===== config.mk =====
export PLATFORM = sky130hd
export DESIGN_NAME = lcd_top
export DESIGN_NICKNAME = d
export VERILOG_FILES = /design/src/logic/display_pkg.sv /design/src/logic/memory_pkg.sv /design/src/logic/lcd_timing.sv /design/src/logic/scanout_reader.sv /design/src/logic/text_overlay.sv /design/src/logic/lcd_top.sv
export VERILOG_INCLUDE_DIRS = /design/src /design/src/include
export SDC_FILE = /design/constraint.sdc
export NUM_CORES = 2
export LEC_CHECK = 0
export BUFFER_PORTS_ARGS = -buffer_cell sky130_fd_sc_hd__buf_4
export CELL_PAD_IN_SITES_DETAIL_PLACEMENT = 0
export CELL_PAD_IN_SITES_GLOBAL_PLACEMENT = 1
export CORE_MARGIN = 3
export CORE_UTILIZATION = 41
export DETAILED_ROUTE_END_ITERATION = 8
export PLACE_DENSITY = 0.72
export REMOVE_ABC_BUFFERS = 1
export SLEW_MARGIN = 15
export SYNTH_ARGS = -nofsm -noshare
export SYNTH_HDL_FRONTEND = slang
export SYNTH_SLANG_ARGS = --single-unit

===== constraint.sdc =====
create_clock -name clock_50 -period 6.55 [get_ports clock_50]
set_input_delay 0.3275 -clock clock_50 [delete_from_list [all_inputs] [get_ports clock_50]]
set_output_delay 0.3275 -clock clock_50 [all_outputs]
set_load 0.01 [all_outputs]

===== src/include/font_glyphs.svh =====
// Hex digit glyphs 0 to F, 8x8; include once inside each module body that needs them.
// Row 0 sits in bits 63:56 and the left pixel of a row is its top bit.

// Glyph bit for row r and column c is at index 63 - 8*r - c.
localparam logic [0:15][63:0] font_glyphs = '{
    64'h3C666E7666663C00,
    64'h183818181818_7E00,
    64'h3C66060C30607E00,
    64'h3C66061C06663C00,
    64'h0C1C3C6C7E0C0C00,
    64'h7E607C0606663C00,
    64'h3C607C6666663C00,
    64'h7E060C1830303000,
    64'h3C66663C66663C00,
    64'h3C66663E060C3800,
    64'h183C66667E666600,
    64'h7C66667C66667C00,
    64'h3C66606060663C00,
    64'h786C6666666C7800,
    64'h7E60607C60607E00,
    64'h7E60607C60606000
};


===== src/logic/display_pkg.sv =====
// Geometry of the small test panel, text grid and display-side types.
// Blanking follows the active area on each line and after the last line.
`default_nettype none

package display_pkg;

    // Visible area in pixels.
    localparam int h_active = 64;
    localparam int v_active = 24;

    // Horizontal blanking in ticks.
    localparam int h_front = 2;
    localparam int h_sync  = 4;
    localparam int h_back  = 2;

    // Vertical blanking in lines.
    localparam int v_front = 1;
    localparam int v_sync  = 2;
    localparam int v_back  = 1;

    localparam int h_total = h_active + h_front + h_sync + h_back;
    localparam int v_total = v_active + v_front + v_sync + v_back;

    // Text grid of 8x8 cells, one debug word per row.
    localparam int glyph_size   = 8;
    localparam int text_columns = 8;
    localparam int text_rows    = 3;

    // Foreground red for the overlay.
    localparam logic [7:0] overlay_red = 8'h80;

    typedef logic [6:0] x_t;
    typedef logic [4:0] y_t;

    typedef struct packed {
        logic [7:0] red;
        logic [7:0] green;
        logic [7:0] blue;
    } pixel_t;

    typedef struct packed {
        pixel_t pixel;
        logic   data_enable;
        logic   hs_n;
        logic   vs_n;
        logic   pixel_clock;
    } lcd_out_t;

    // Switch inputs.
    typedef struct packed {
        logic overlay_enable;
        logic force_hs_high;
        logic force_vs_high;
    } control_t;

    typedef struct packed {
        logic [31:0] value0;
        logic [31:0] value1;
        logic [31:0] value2;
    } debug_words_t;

endpackage

`default_nettype wire


===== src/logic/memory_pkg.sv =====
// Frame-buffer placement and read-port types; addresses count 64-bit words.
// The frame buffer must be a whole number of bursts long.
`default_nettype none

package memory_pkg;

    // Byte address 0x3800_0000 in 64-bit words.
    localparam logic [28:0] fb_base = 29'h0700_0000;
    localparam int pixels_per_word = 2;
    // Whole 64x24 panel.
    localparam int fb_words = 64 * 24 / pixels_per_word;
    localparam int burst_words = 8;
    localparam int fifo_depth_words = 32;

    typedef logic [28:0] word_addr_t;
    typedef logic [$clog2(fb_words + 1)-1:0] word_count_t;
    typedef logic [$clog2(fifo_depth_words)-1:0] fifo_ptr_t;
    typedef logic [$clog2(fifo_depth_words + 1)-1:0] fifo_count_t;
    typedef logic [$clog2(burst_words + 1)-1:0] beat_count_t;

    typedef struct packed {
        word_addr_t address;
        logic [7:0] burstcount;
        logic       read;
    } mem_request_t;

    typedef struct packed {
        logic        waitrequest;
        logic [63:0] readdata;
        logic        readdatavalid;
    } mem_response_t;

endpackage

`default_nettype wire


===== src/logic/lcd_timing.sv =====
// Panel timing at half of clock_50; every output holds for two clocks.
// Active area comes first on each line, so the frame starts with an active line.
`timescale 1ns/10ps
`default_nettype none

module lcd_timing (
    input  logic            clock_50,
    input  logic            reset,
    output logic            tick,
    output display_pkg::x_t x,
    output display_pkg::y_t y,
    output logic            data_enable,
    output logic            hs_n,
    output logic            vs_n,
    output logic            next_frame
);
    import display_pkg::*;

    // Low until the first tick, which then shows pixel (0, 0).
    logic started;
    x_t   x_next;
    y_t   y_next;
    logic line_end;
    logic frame_end;

    assign line_end  = x == x_t'(h_total - 1);
    assign frame_end = line_end && y == y_t'(v_total - 1);

    // One clock wide, on the tick that leaves the last active line.
    // The reader then refills its FIFO over the vertical blanking.
    assign next_frame = tick && started && line_end && y == y_t'(v_active - 1);

    // Position for the coming tick.
    always_comb begin
        x_next = x;
        y_next = y;
        if (started) begin
            if (line_end) begin
                x_next = '0;
                y_next = frame_end ? '0 : y + 1'b1;
            end else begin
                x_next = x + 1'b1;
            end
        end
    end

    always_ff @(posedge clock_50) begin
        if (reset) begin
            tick        <= 1'b0;
            started     <= 1'b0;
            x           <= '0;
            y           <= '0;
            data_enable <= 1'b0;
            hs_n        <= 1'b1;
            vs_n        <= 1'b1;
        end else begin
            // 25 MHz.
            tick <= !tick;
            if (tick) begin
                started <= 1'b1;
                x       <= x_next;
                y       <= y_next;
                // Decodes follow the new position.
                data_enable <= x_next < x_t'(h_active) && y_next < y_t'(v_active);
                hs_n <= !(x_next >= x_t'(h_active + h_front)
                          && x_next < x_t'(h_active + h_front + h_sync));
                vs_n <= !(y_next >= y_t'(v_active + v_front)
                          && y_next < y_t'(v_active + v_front + v_sync));
            end
        end
    end

endmodule

`default_nettype wire


===== src/logic/scanout_reader.sv =====
// Reads the frame buffer at fb_base in bursts, one burst in flight at a time.
// An empty FIFO on an active tick gives a black pixel and sets underrun until next_frame.
`timescale 1ns/10ps
`default_nettype none

module scanout_reader (
    input  logic                      clock_50,
    input  logic                      reset,
    input  logic                      tick,
    input  logic                      data_enable,
    input  logic                      next_frame,
    output memory_pkg::mem_request_t  mem_request,
    input  memory_pkg::mem_response_t mem_response,
    output display_pkg::pixel_t       pixel,
    output logic                      underrun
);
    import display_pkg::*;
    import memory_pkg::*;

    logic [63:0] fifo_mem [fifo_depth_words];
    fifo_ptr_t   wr_ptr;
    fifo_ptr_t   rd_ptr;
    fifo_count_t count;
    // Next pixel comes from the upper half of the head word.
    logic        upper_half;
    word_addr_t  address;
    word_count_t words_left;
    logic        req_read;
    beat_count_t beats_left;
    // Burst data from before next_frame, still to be drained.
    logic        stale;
    logic        accept;
    logic        issue;
    logic        push;
    logic        pop;
    logic        pop_word;

    // Red in the low byte, blue in the high byte.
    function automatic pixel_t unpack(input logic [23:0] bits);
        pixel_t p;
        p.red   = bits[7:0];
        p.green = bits[15:8];
        p.blue  = bits[23:16];
        return p;
    endfunction

    assign accept = req_read && !mem_response.waitrequest;
    // Room for a whole burst, and nothing in flight.
    assign issue = !next_frame && !req_read && beats_left == '0 && words_left != '0
                   && count <= fifo_count_t'(fifo_depth_words - burst_words);
    assign push     = mem_response.readdatavalid && !stale;
    assign pop      = tick && data_enable;
    assign pop_word = pop && upper_half && count != '0;

    assign mem_request = '{address: address, burstcount: 8'(burst_words), read: req_read};

    // Burst requests.
    always_ff @(posedge clock_50) begin
        if (reset) begin
            address    <= fb_base;
            words_left <= word_count_t'(fb_words);
            req_read   <= 1'b0;
            beats_left <= '0;
            stale      <= 1'b0;
        end else begin
            if (mem_response.readdatavalid && beats_left != '0) begin
                beats_left <= beats_left - 1'b1;
            end
            if (accept) begin
                req_read <= 1'b0;
            end
            if (next_frame) begin
                address    <= fb_base;
                words_left <= word_count_t'(fb_words);
                stale      <= req_read || beats_left != '0;
            end else if (accept) begin
                address    <= address + word_addr_t'(burst_words);
                words_left <= words_left - word_count_t'(burst_words);
            end else if (issue) begin
                req_read   <= 1'b1;
                beats_left <= beat_count_t'(burst_words);
                stale      <= 1'b0;
            end
        end
    end

    // FIFO pointers and underrun; depth is a power of two so pointers wrap.
    always_ff @(posedge clock_50) begin
        if (reset || next_frame) begin
            wr_ptr     <= '0;
            rd_ptr     <= '0;
            count      <= '0;
            upper_half <= 1'b0;
            underrun   <= 1'b0;
        end else begin
            if (push) begin
                wr_ptr <= wr_ptr + 1'b1;
            end
            if (pop_word) begin
                rd_ptr <= rd_ptr + 1'b1;
            end
            count <= count + fifo_count_t'(push) - fifo_count_t'(pop_word);
            if (pop) begin
                if (count == '0) begin
                    underrun <= 1'b1;
                end else begin
                    upper_half <= !upper_half;
                end
            end
        end
    end

    // Word storage and pixel out, one tick behind data_enable.
    always_ff @(posedge clock_50) begin
        if (push) begin
            fifo_mem[wr_ptr] <= mem_response.readdata;
        end
        if (pop) begin
            if (count == '0) begin
                pixel <= '0;
            end else if (upper_half) begin
                pixel <= unpack(fifo_mem[rd_ptr][55:32]);
            end else begin
                pixel <= unpack(fifo_mem[rd_ptr][23:0]);
            end
        end
    end

endmodule

`default_nettype wire


===== src/logic/text_overlay.sv =====
// Hex dump of three debug words, one per text row, at 8x8 cells from the top left.
// glyph_on is one tick behind x and y.
`timescale 1ns/10ps
`default_nettype none

module text_overlay (
    input  logic                      clock_50,
    input  logic                      tick,
    input  display_pkg::x_t           x,
    input  display_pkg::y_t           y,
    input  display_pkg::debug_words_t debug_words,
    output logic                      glyph_on
);
    import display_pkg::*;

    `include "font_glyphs.svh"

    // Text cell, 0 to 8 across and 0 to 3 down.
    logic [3:0]  column;
    logic [1:0]  row;
    // Pixel inside the cell.
    logic [2:0]  glyph_x;
    logic [2:0]  glyph_y;
    logic [2:0]  digit_index;
    logic [31:0] word;
    logic [3:0]  digit;
    logic        in_grid;
    logic        glyph_bit;

    assign column  = 4'(x / glyph_size);
    assign row     = 2'(y / glyph_size);
    assign glyph_x = 3'(x % glyph_size);
    assign glyph_y = 3'(y % glyph_size);
    assign in_grid = column < 4'(text_columns) && row < 2'(text_rows);

    // Most significant digit in column 0.
    assign digit_index = 3'(text_columns - 1) - column[2:0];

    always_comb begin
        case (row)
            2'd0:    word = debug_words.value0;
            2'd1:    word = debug_words.value1;
            default: word = debug_words.value2;
        endcase
    end

    assign digit     = word[{digit_index, 2'b00} +: 4];
    assign glyph_bit = font_glyphs[digit][~{glyph_y, glyph_x}];

    always_ff @(posedge clock_50) begin
        if (tick) begin
            glyph_on <= in_grid && glyph_bit;
        end
    end

endmodule

`default_nettype wire


===== src/logic/lcd_top.sv =====
// LCD path: timing, frame-buffer scan-out and hex overlay, outputs registered in clock_50.
// pixel_clock is the 25 MHz tick, one clock late like the rest of lcd_out.
`timescale 1ns/10ps
`default_nettype none

module lcd_top (
    input  logic                      clock_50,
    input  logic                      reset,
    output memory_pkg::mem_request_t  mem_request,
    input  memory_pkg::mem_response_t mem_response,
    input  display_pkg::control_t     control,
    input  display_pkg::debug_words_t debug_words,
    output display_pkg::lcd_out_t     lcd_out,
    output logic                      underrun
);
    import display_pkg::*;

    logic     tick;
    x_t       x;
    y_t       y;
    logic     data_enable;
    logic     hs_n;
    logic     vs_n;
    logic     next_frame;
    pixel_t   fb_pixel;
    logic     glyph_on;
    // Timing delayed one tick to line up with the pixel.
    logic     data_enable_d;
    logic     hs_n_d;
    logic     vs_n_d;
    lcd_out_t lcd_next;

    lcd_timing timing0 (
        .clock_50    (clock_50),
        .reset       (reset),
        .tick        (tick),
        .x           (x),
        .y           (y),
        .data_enable (data_enable),
        .hs_n        (hs_n),
        .vs_n        (vs_n),
        .next_frame  (next_frame)
    );

    scanout_reader reader0 (
        .clock_50     (clock_50),
        .reset        (reset),
        .tick         (tick),
        .data_enable  (data_enable),
        .next_frame   (next_frame),
        .mem_request  (mem_request),
        .mem_response (mem_response),
        .pixel        (fb_pixel),
        .underrun     (underrun)
    );

    text_overlay overlay0 (
        .clock_50    (clock_50),
        .tick        (tick),
        .x           (x),
        .y           (y),
        .debug_words (debug_words),
        .glyph_on    (glyph_on)
    );

    always_ff @(posedge clock_50) begin
        if (reset) begin
            data_enable_d <= 1'b0;
            hs_n_d        <= 1'b1;
            vs_n_d        <= 1'b1;
        end else if (tick) begin
            data_enable_d <= data_enable;
            hs_n_d        <= hs_n;
            vs_n_d        <= vs_n;
        end
    end

    // Overlay colour and sync forcing from the switches.
    always_comb begin
        lcd_next.pixel = fb_pixel;
        if (glyph_on && control.overlay_enable) begin
            lcd_next.pixel = '{red: overlay_red, green: 8'h00, blue: 8'h00};
        end
        lcd_next.data_enable = data_enable_d;
        lcd_next.hs_n        = hs_n_d || control.force_hs_high;
        lcd_next.vs_n        = vs_n_d || control.force_vs_high;
        lcd_next.pixel_clock = tick;
    end

    // Clean output.
    always_ff @(posedge clock_50) begin
        if (reset) begin
            lcd_out <= '{pixel: '0, data_enable: 1'b0, hs_n: 1'b1, vs_n: 1'b1,
                         pixel_clock: 1'b0};
        end else begin
            lcd_out <= lcd_next;
        end
    end

endmodule

`default_nettype wire


**Yosys cells after proc, flatten, opt, wreduce, memory -nomap -nowiden**

Memories as Yosys holds them, arrays and structs flattened. A register that Yosys moved wholly into a read port is not among the register bits.
Cells that the tools add are included.

- Reduce and logical (&&, ||, !) cells: 44
- Eq/ne operators: 5
- Shifts and indexed selects: 1
- Add/subtract/negate cells: 10
- Muxes and demuxes: 27
- Bitwise operators: 3
- Magnitude comparators: 11

Operators with widths:

| operator | count |
|---|---|
| $mux W64 | 2 |
| $pmux W32 S2 | 1 |
| $mux W24 | 2 |
| $shiftx A32 B6 Y4 | 1 |
| $add A29 B4 Y29 const B | 1 |
| $mux W5 | 5 |
| $logic_and A1 B1 Y1 | 20 |
| $mux W4 | 4 |
| $add A5 B1 Y5 const B | 3 |
| $lt A7 B7 Y1 const B | 2 |
| $mux W7 | 2 |
| $eq A5 B5 Y1 const B | 2 |
| $ge A5 B5 Y1 const B | 2 |
| $lt A5 B5 Y1 const B | 2 |
| $mux W1 | 10 |
| $reduce_bool A10 Y1 | 1 |
| $sub A10 B4 Y10 const B | 1 |
| $logic_not A1 Y1 | 8 |
| $add A7 B1 Y7 const B | 1 |
| $eq A7 B7 Y1 const B | 1 |
| $ge A7 B7 Y1 const B | 1 |
| $lt A6 B7 Y1 const B | 1 |
| $add A6 B1 Y6 | 1 |
| $bmux W1 S6 | 1 |
| other kinds (20) | 26 |

- Word-level logic and storage cells: 135
- Bits of input ports: 167
- Memories kept: 2
- Output and inout port bits: 67
- RAM bits: 2048
- ROM bits: 1024
- Register bits after elaboration: 136

Memories:

| name | depth | width | rd ports | clocked after Yosys merged registers in | write ports | RTL line | source |
|---|---|---|---|---|---|---|---|
| reader0.fifo_mem | 32 | 64 | 1 | 1 | 1 | scanout_reader.sv:20 | `logic [63:0] fifo_mem [fifo_depth_words];` |
| (no name shown) | 16 | 64 | 1 | 0 | 0 | text_overlay.sv:48 | `assign glyph_bit = font_glyphs[digit][~{glyph_y, glyph_x}];` |

**Longest topological paths before layout**

- Word-level depth: 11
- Mapped depth: 18

**Cells and area by module**

Synthesis repeated with hierarchy kept, for this count alone.

- Cell total of the unflattened synthesis: 3385
- Area total of the unflattened synthesis: 65992.0 µm²

By module, submodules not included:

| module | area each (µm²) | instances | cells an instance |
|---|---|---|---|
| scanout_reader | 61993.2 | 1 | 2925 |
| text_overlay | 1991.9 | 1 | 256 |
| lcd_timing | 1082.3 | 1 | 134 |
| lcd_top | 924.6 | 1 | 70 |

**Worst setup path after synthesis**

Ideal clock, no wire load.

- Kind: register -> register
- Start point: reg timing0.y[3]
- End point: reg overlay0.glyph_on (data pin)
- Required time: 6289 ps
- Arrival time: 3499 ps
- Slack: 2790 ps
- Stages on the path, launching flop included: 16
- Setup time: 261 ps
- Buffers on the path: 3
- Path through: dfxtp_1 > buf_6 > buf_6 > buf_2 > mux2_2 > a221oi_1 > o21ai_0 > nand4_1 > inv_1 > ha_1 > or3_1 > o211ai_1 > a21oi_1 > nor4b_1 > a221oi_1 > o32a_1

- Cells in the longest elaborated chain, start to end: 10
- Elaborated cells between the ends (all ways): 13
- Those cells by class: order compare: 1; eq/ne: 1; shift: 1; mux: 5; bitwise: 1; reduce/logical: 3; memory: 1

Ends and longest elaborated chain:

| what | RTL line | source |
|---|---|---|
| start: declaration | lcd_timing.sv:11 | `output display_pkg::y_t y,` |
| start signal: assignment | lcd_timing.sv:62 | `y <= y_next;` |
| $eq A2 B1 Y1 or $logic_not A2 Y1 (tied branches) | text_overlay.sv:40 | `case (row)` |
| $pmux W32 S2 | text_overlay.sv:40 |  |
| $shiftx A32 B6 Y4 | text_overlay.sv:47 | `assign digit = word[{digit_index, 2'b00} +: 4];` |
| $not A4 Y5 (implied by the code) | text_overlay.sv:48 |  |
| $mem_v2 Z16 W64 | - |  |
| $mux W64 (implied by the code) (2 in series) | text_overlay.sv:48 |  |
| $bmux W1 S6 | text_overlay.sv:48 |  |
| $mux W1 (implied by the code) | text_overlay.sv:48 |  |
| $logic_and A1 B1 Y1 * | text_overlay.sv:52 | `glyph_on <= in_grid && glyph_bit;` |
| end signal: assignment | text_overlay.sv:52 |  |
| end: declaration | text_overlay.sv:12 | `output logic glyph_on` |

Mark *: on every way between the ends. The rest lies on a longest branch, timed or not. The select of a mux whose other input is x is not followed.
A chain may end at the register's enable or synchronous reset.

**Final worst setup path**

Ends and elaborated chain as after synthesis.

==> flow_metrics.tcl <==
set metrics [dict create \
    status "finished clean" \
    cp_max_fo 27 \
    synth_top_cell_by_area "edfxtp_1" \
    drc_errors 0 \
    drt-initial-drc-count 3784 \
    num_io_pins 234 \
    slew_headroom_pct 25.0 \
    arrival_ns 5.27 \
    ant_nets 0 \
    routed_wl_microns 158000 \
    cts_buffer_depth 3 \
    die_w_microns 406 \
    synth_edf_count 1561 \
    post_cts_buffers 0 \
    min_path_type "in2reg" \
    overflow 0 \
    place_area_sq_mm 0.0700 \
    synth_seq_area_share_pct 74.8 \
    worst_skew_pair.late_latency_ns 0.80 \
    power_density_mw_per_mm2 289 \
    via_count 32100 \
    avgSynthCellArea_sq_um 21.5 \
    clockRootBuffer "clkbuf_16" \
    crit_required_ns 7.05 \
    vias_per_cell 5.75 \
    async_reset_ff_share_pct 0 \
    synth_cell_type_count 70 \
    p_switching_mw 4.64 \
    min_from "control[0]" \
    min_period_ns 4.77 \
    max_freq_mhz 210 \
    firstDrtPassIters 5 \
    p_sw_share_pct 21.1 \
    h-tree-depth 4 \
    grt_pass1_vias 32000 \
    ys_warn_count 0 \
    die_area_sq_mm 0.165 \
    crit_slowest_cell "dfxtp_2" \
    grt_max_degree 106 \
    critPathKind "reg2reg" \
    routedWlPerCell_microns 28.3 \
    whs_ns 0.347 \
    routabilityCongestion 0.826 \
    fin_crit_sh_pct 72.8 \
    end_kind "register" \
    fin_nets 3579 \
    slew_viol_final 0 \
    clkTransAtPathRegs_ns 0.06 \
    antenna_found_initial 14 \
    dpl.hpwl_microns 81200 \
    path_cells "buf_4, mux2_2, a221oi_1, o21ai_0, nand4_1, inv_1, ha_1, or3_1, o211ai_1, a21oi_1, nor4b_1, a221oi_1, o32a_1" \
    met3_length_microns 11500 \
    setup_viol 0 \
    grt_use_total_pct 19.2 \
    initial_core_util_pct 41.4 \
    netlist_area_sq_mm 0.0656 \
    yosysMostFrequentCell "edfxtp_1" \
    met2_length_microns 77000 \
    maxCapViolCount 0 \
    rows 146 \
    layout-drive-gt1-share_pct 31.1 \
    ys_ff_latch 1671 \
    top_layer "met5" \
    worstMarginPinSlew_ns 1.12 \
    reg2reg_from "timing0.y[3]$_SDFFE_PP0P_" \
    p_leak_nw 23.2 \
    final_area_sq_mm 0.0758 \
    cts_buffers 166 \
    critPathMaxStageDelay_ns 0.75 \
    grt_pass1_wl_microns 228000 \
    p_comb_share_pct 4.1 \
    n_fill_cell 12800 \
    skew_ns 0.0577 \
    cts_tree "built" \
    wl_met1_microns 66500 \
    yosys.area.top_type_share_pct 71.5 \
    die_y_microns 406 \
    vdd_drop_max_mv 0.246 \
    netlist_top_cells_area "edfxtp_1 71%, mux4_2 17%, dfxtp_1 3.4%" \
    cts_sinks 1671 \
    cpMostUsedCell "a221oi_1" \
    ys.flop_type "edfxtp_1" \
    synthTopCellsByCount "1,561 x edfxtp_1, 507 x mux4_2, 137 x nor2_1, 110 x dfxtp_1, 104 x clkbuf_1" \
    hold_viol 0 \
    area_growth_pct 15.6 \
    start_kind "register" \
    core_area_sq_mm 0.159 \
    seqPwrFrac_pct 54.1 \
    clkPwrFrac_pct 41.8 \
    rsz0062_at_grt "false" \
    numPortBuffers 206 \
    synthCells 3054 \
    p_int_mw 17.3 \
    cp-startpoint "timing0.y[3]$_SDFFE_PP0P_" \
]
layer usage:
layer  track usage, %  up-vias
li1                 -    13400
met1             27.2    17200
met2             31.1     1298
met3             3.59      218
met4             4.28        8
met5                0        -
worst paths after layout:
kind         cells past startpoint  slack (ns)                          end
max                             13        1.78  overlay0.glyph_on$_DFFE_PP_
min                              3        0.35        lcd_out[1]$_SDFF_PP1_
max reg2reg                     13        1.78  overlay0.glyph_on$_DFFE_PP_
min reg2reg                      1        0.44       lcd_out[13]$_SDFF_PP0_
area by class of cell:
class,instances,area [sq um],share of cell area [%]
Multi-Input combinational cell,1180,15900,20.9
Tap cell,2072,2590,3.42
Clock buffer,215,4500,5.94
Sequential cell,1671,49100,64.7
Timing Repair Buffer,334,2880,3.80
Clock inverter,79,763,1.01
Inverter,29,109,0.144
Antenna cell,5,12.5,0.0165
kinds of logic after synthesis:
kind of cell	share of synthesized area [%]
flip-flops	74.8
multiplexers	17.9
AND/OR/NAND/NOR	2.93
buffers and inverters	1.39
AO/OA/AOI/OAI	1.71
XOR/XNOR	0.628
adder cells (fa/ha/maj)	0.584
other	0.0115
per-stage QoR:
| stage | setup TNS, ns | power, mW | util (%) | std cells | worst slack (ns) |
|---|---|---|---|---|---|
| after floorplan | -264.86 | 12.5 | - | 2880 | -11.04 |
| after global placement | 0 | 13.0 | 44.2 | 5231 | 1.84 |
| after detailed placement | 0 | 13.0 | 44.2 | 5231 | 1.90 |
| after CTS | 0 | 22.2 | 47.8 | 5580 | 1.90 |
| after global routing | 0 | 22.7 | 47.8 | 5582 | 1.55 |
| final | 0 | 21.9 | 47.8 | 5585 | 1.78 |
state kept, by name, indices dropped and copies added (netlist names), 4 cells and up, named ones only:
signal / cells
timing0.y: 5
reader0.wr_ptr: 5
reader0.words_left: 7
lcd_out: 28
timing0.x: 7
reader0.rd_ptr: 5
reader0.pixel: 24
reader0.count: 6
reader0.fifo_mem: 1536
reader0.address: 26
reader0.beats_left: 4
power groups by stage:
stage,Combinational (mW),Clock [mW],Sequential (mW)
after detailed placement,0.885,0,12.1
final,0.904,9.18,11.9
after global placement,0.873,0,12.1
after floorplan,0.448,0,12.1
after CTS,0.920,9.37,11.9
after global routing,0.994,9.83,11.9
placed cells by master, fill, tap and decap left out, drive strengths merged, types with 21 or more instances in the layout:
cell type and n:
nand2 66, buf 279, inv 34, nor2b 43, xor2 26, clkbuf 215, nor2 138, a21oi 42
dlygate4sd3 55, edfxtp 1561, mux4 507, ha 29, dfxtp 110, and2 30, o21ai 40, nand3 21
xnor2 21, clkinv 64
worst max-delay path, delay by kind of cell (launching register included):
family | cells | cell delay [ns]
muxes | 1 | 0.37
AOI/OAI and AO/OA | 6 | 1.24
DFF | 1 | 0.75
buffers and inverters | 2 | 0.59
adders and majority gates | 1 | 0.43
and+or+nand+nor | 3 | 1.12
timing repair:
| action | in CTS | in global routing |
|---|---|---|
| hold buffers | 55 | 0 |
| gates resized for setup | 0 | 0 |
| hold endpoints to repair | 1562 | 0 |
(Power assumes the default switching activity.)
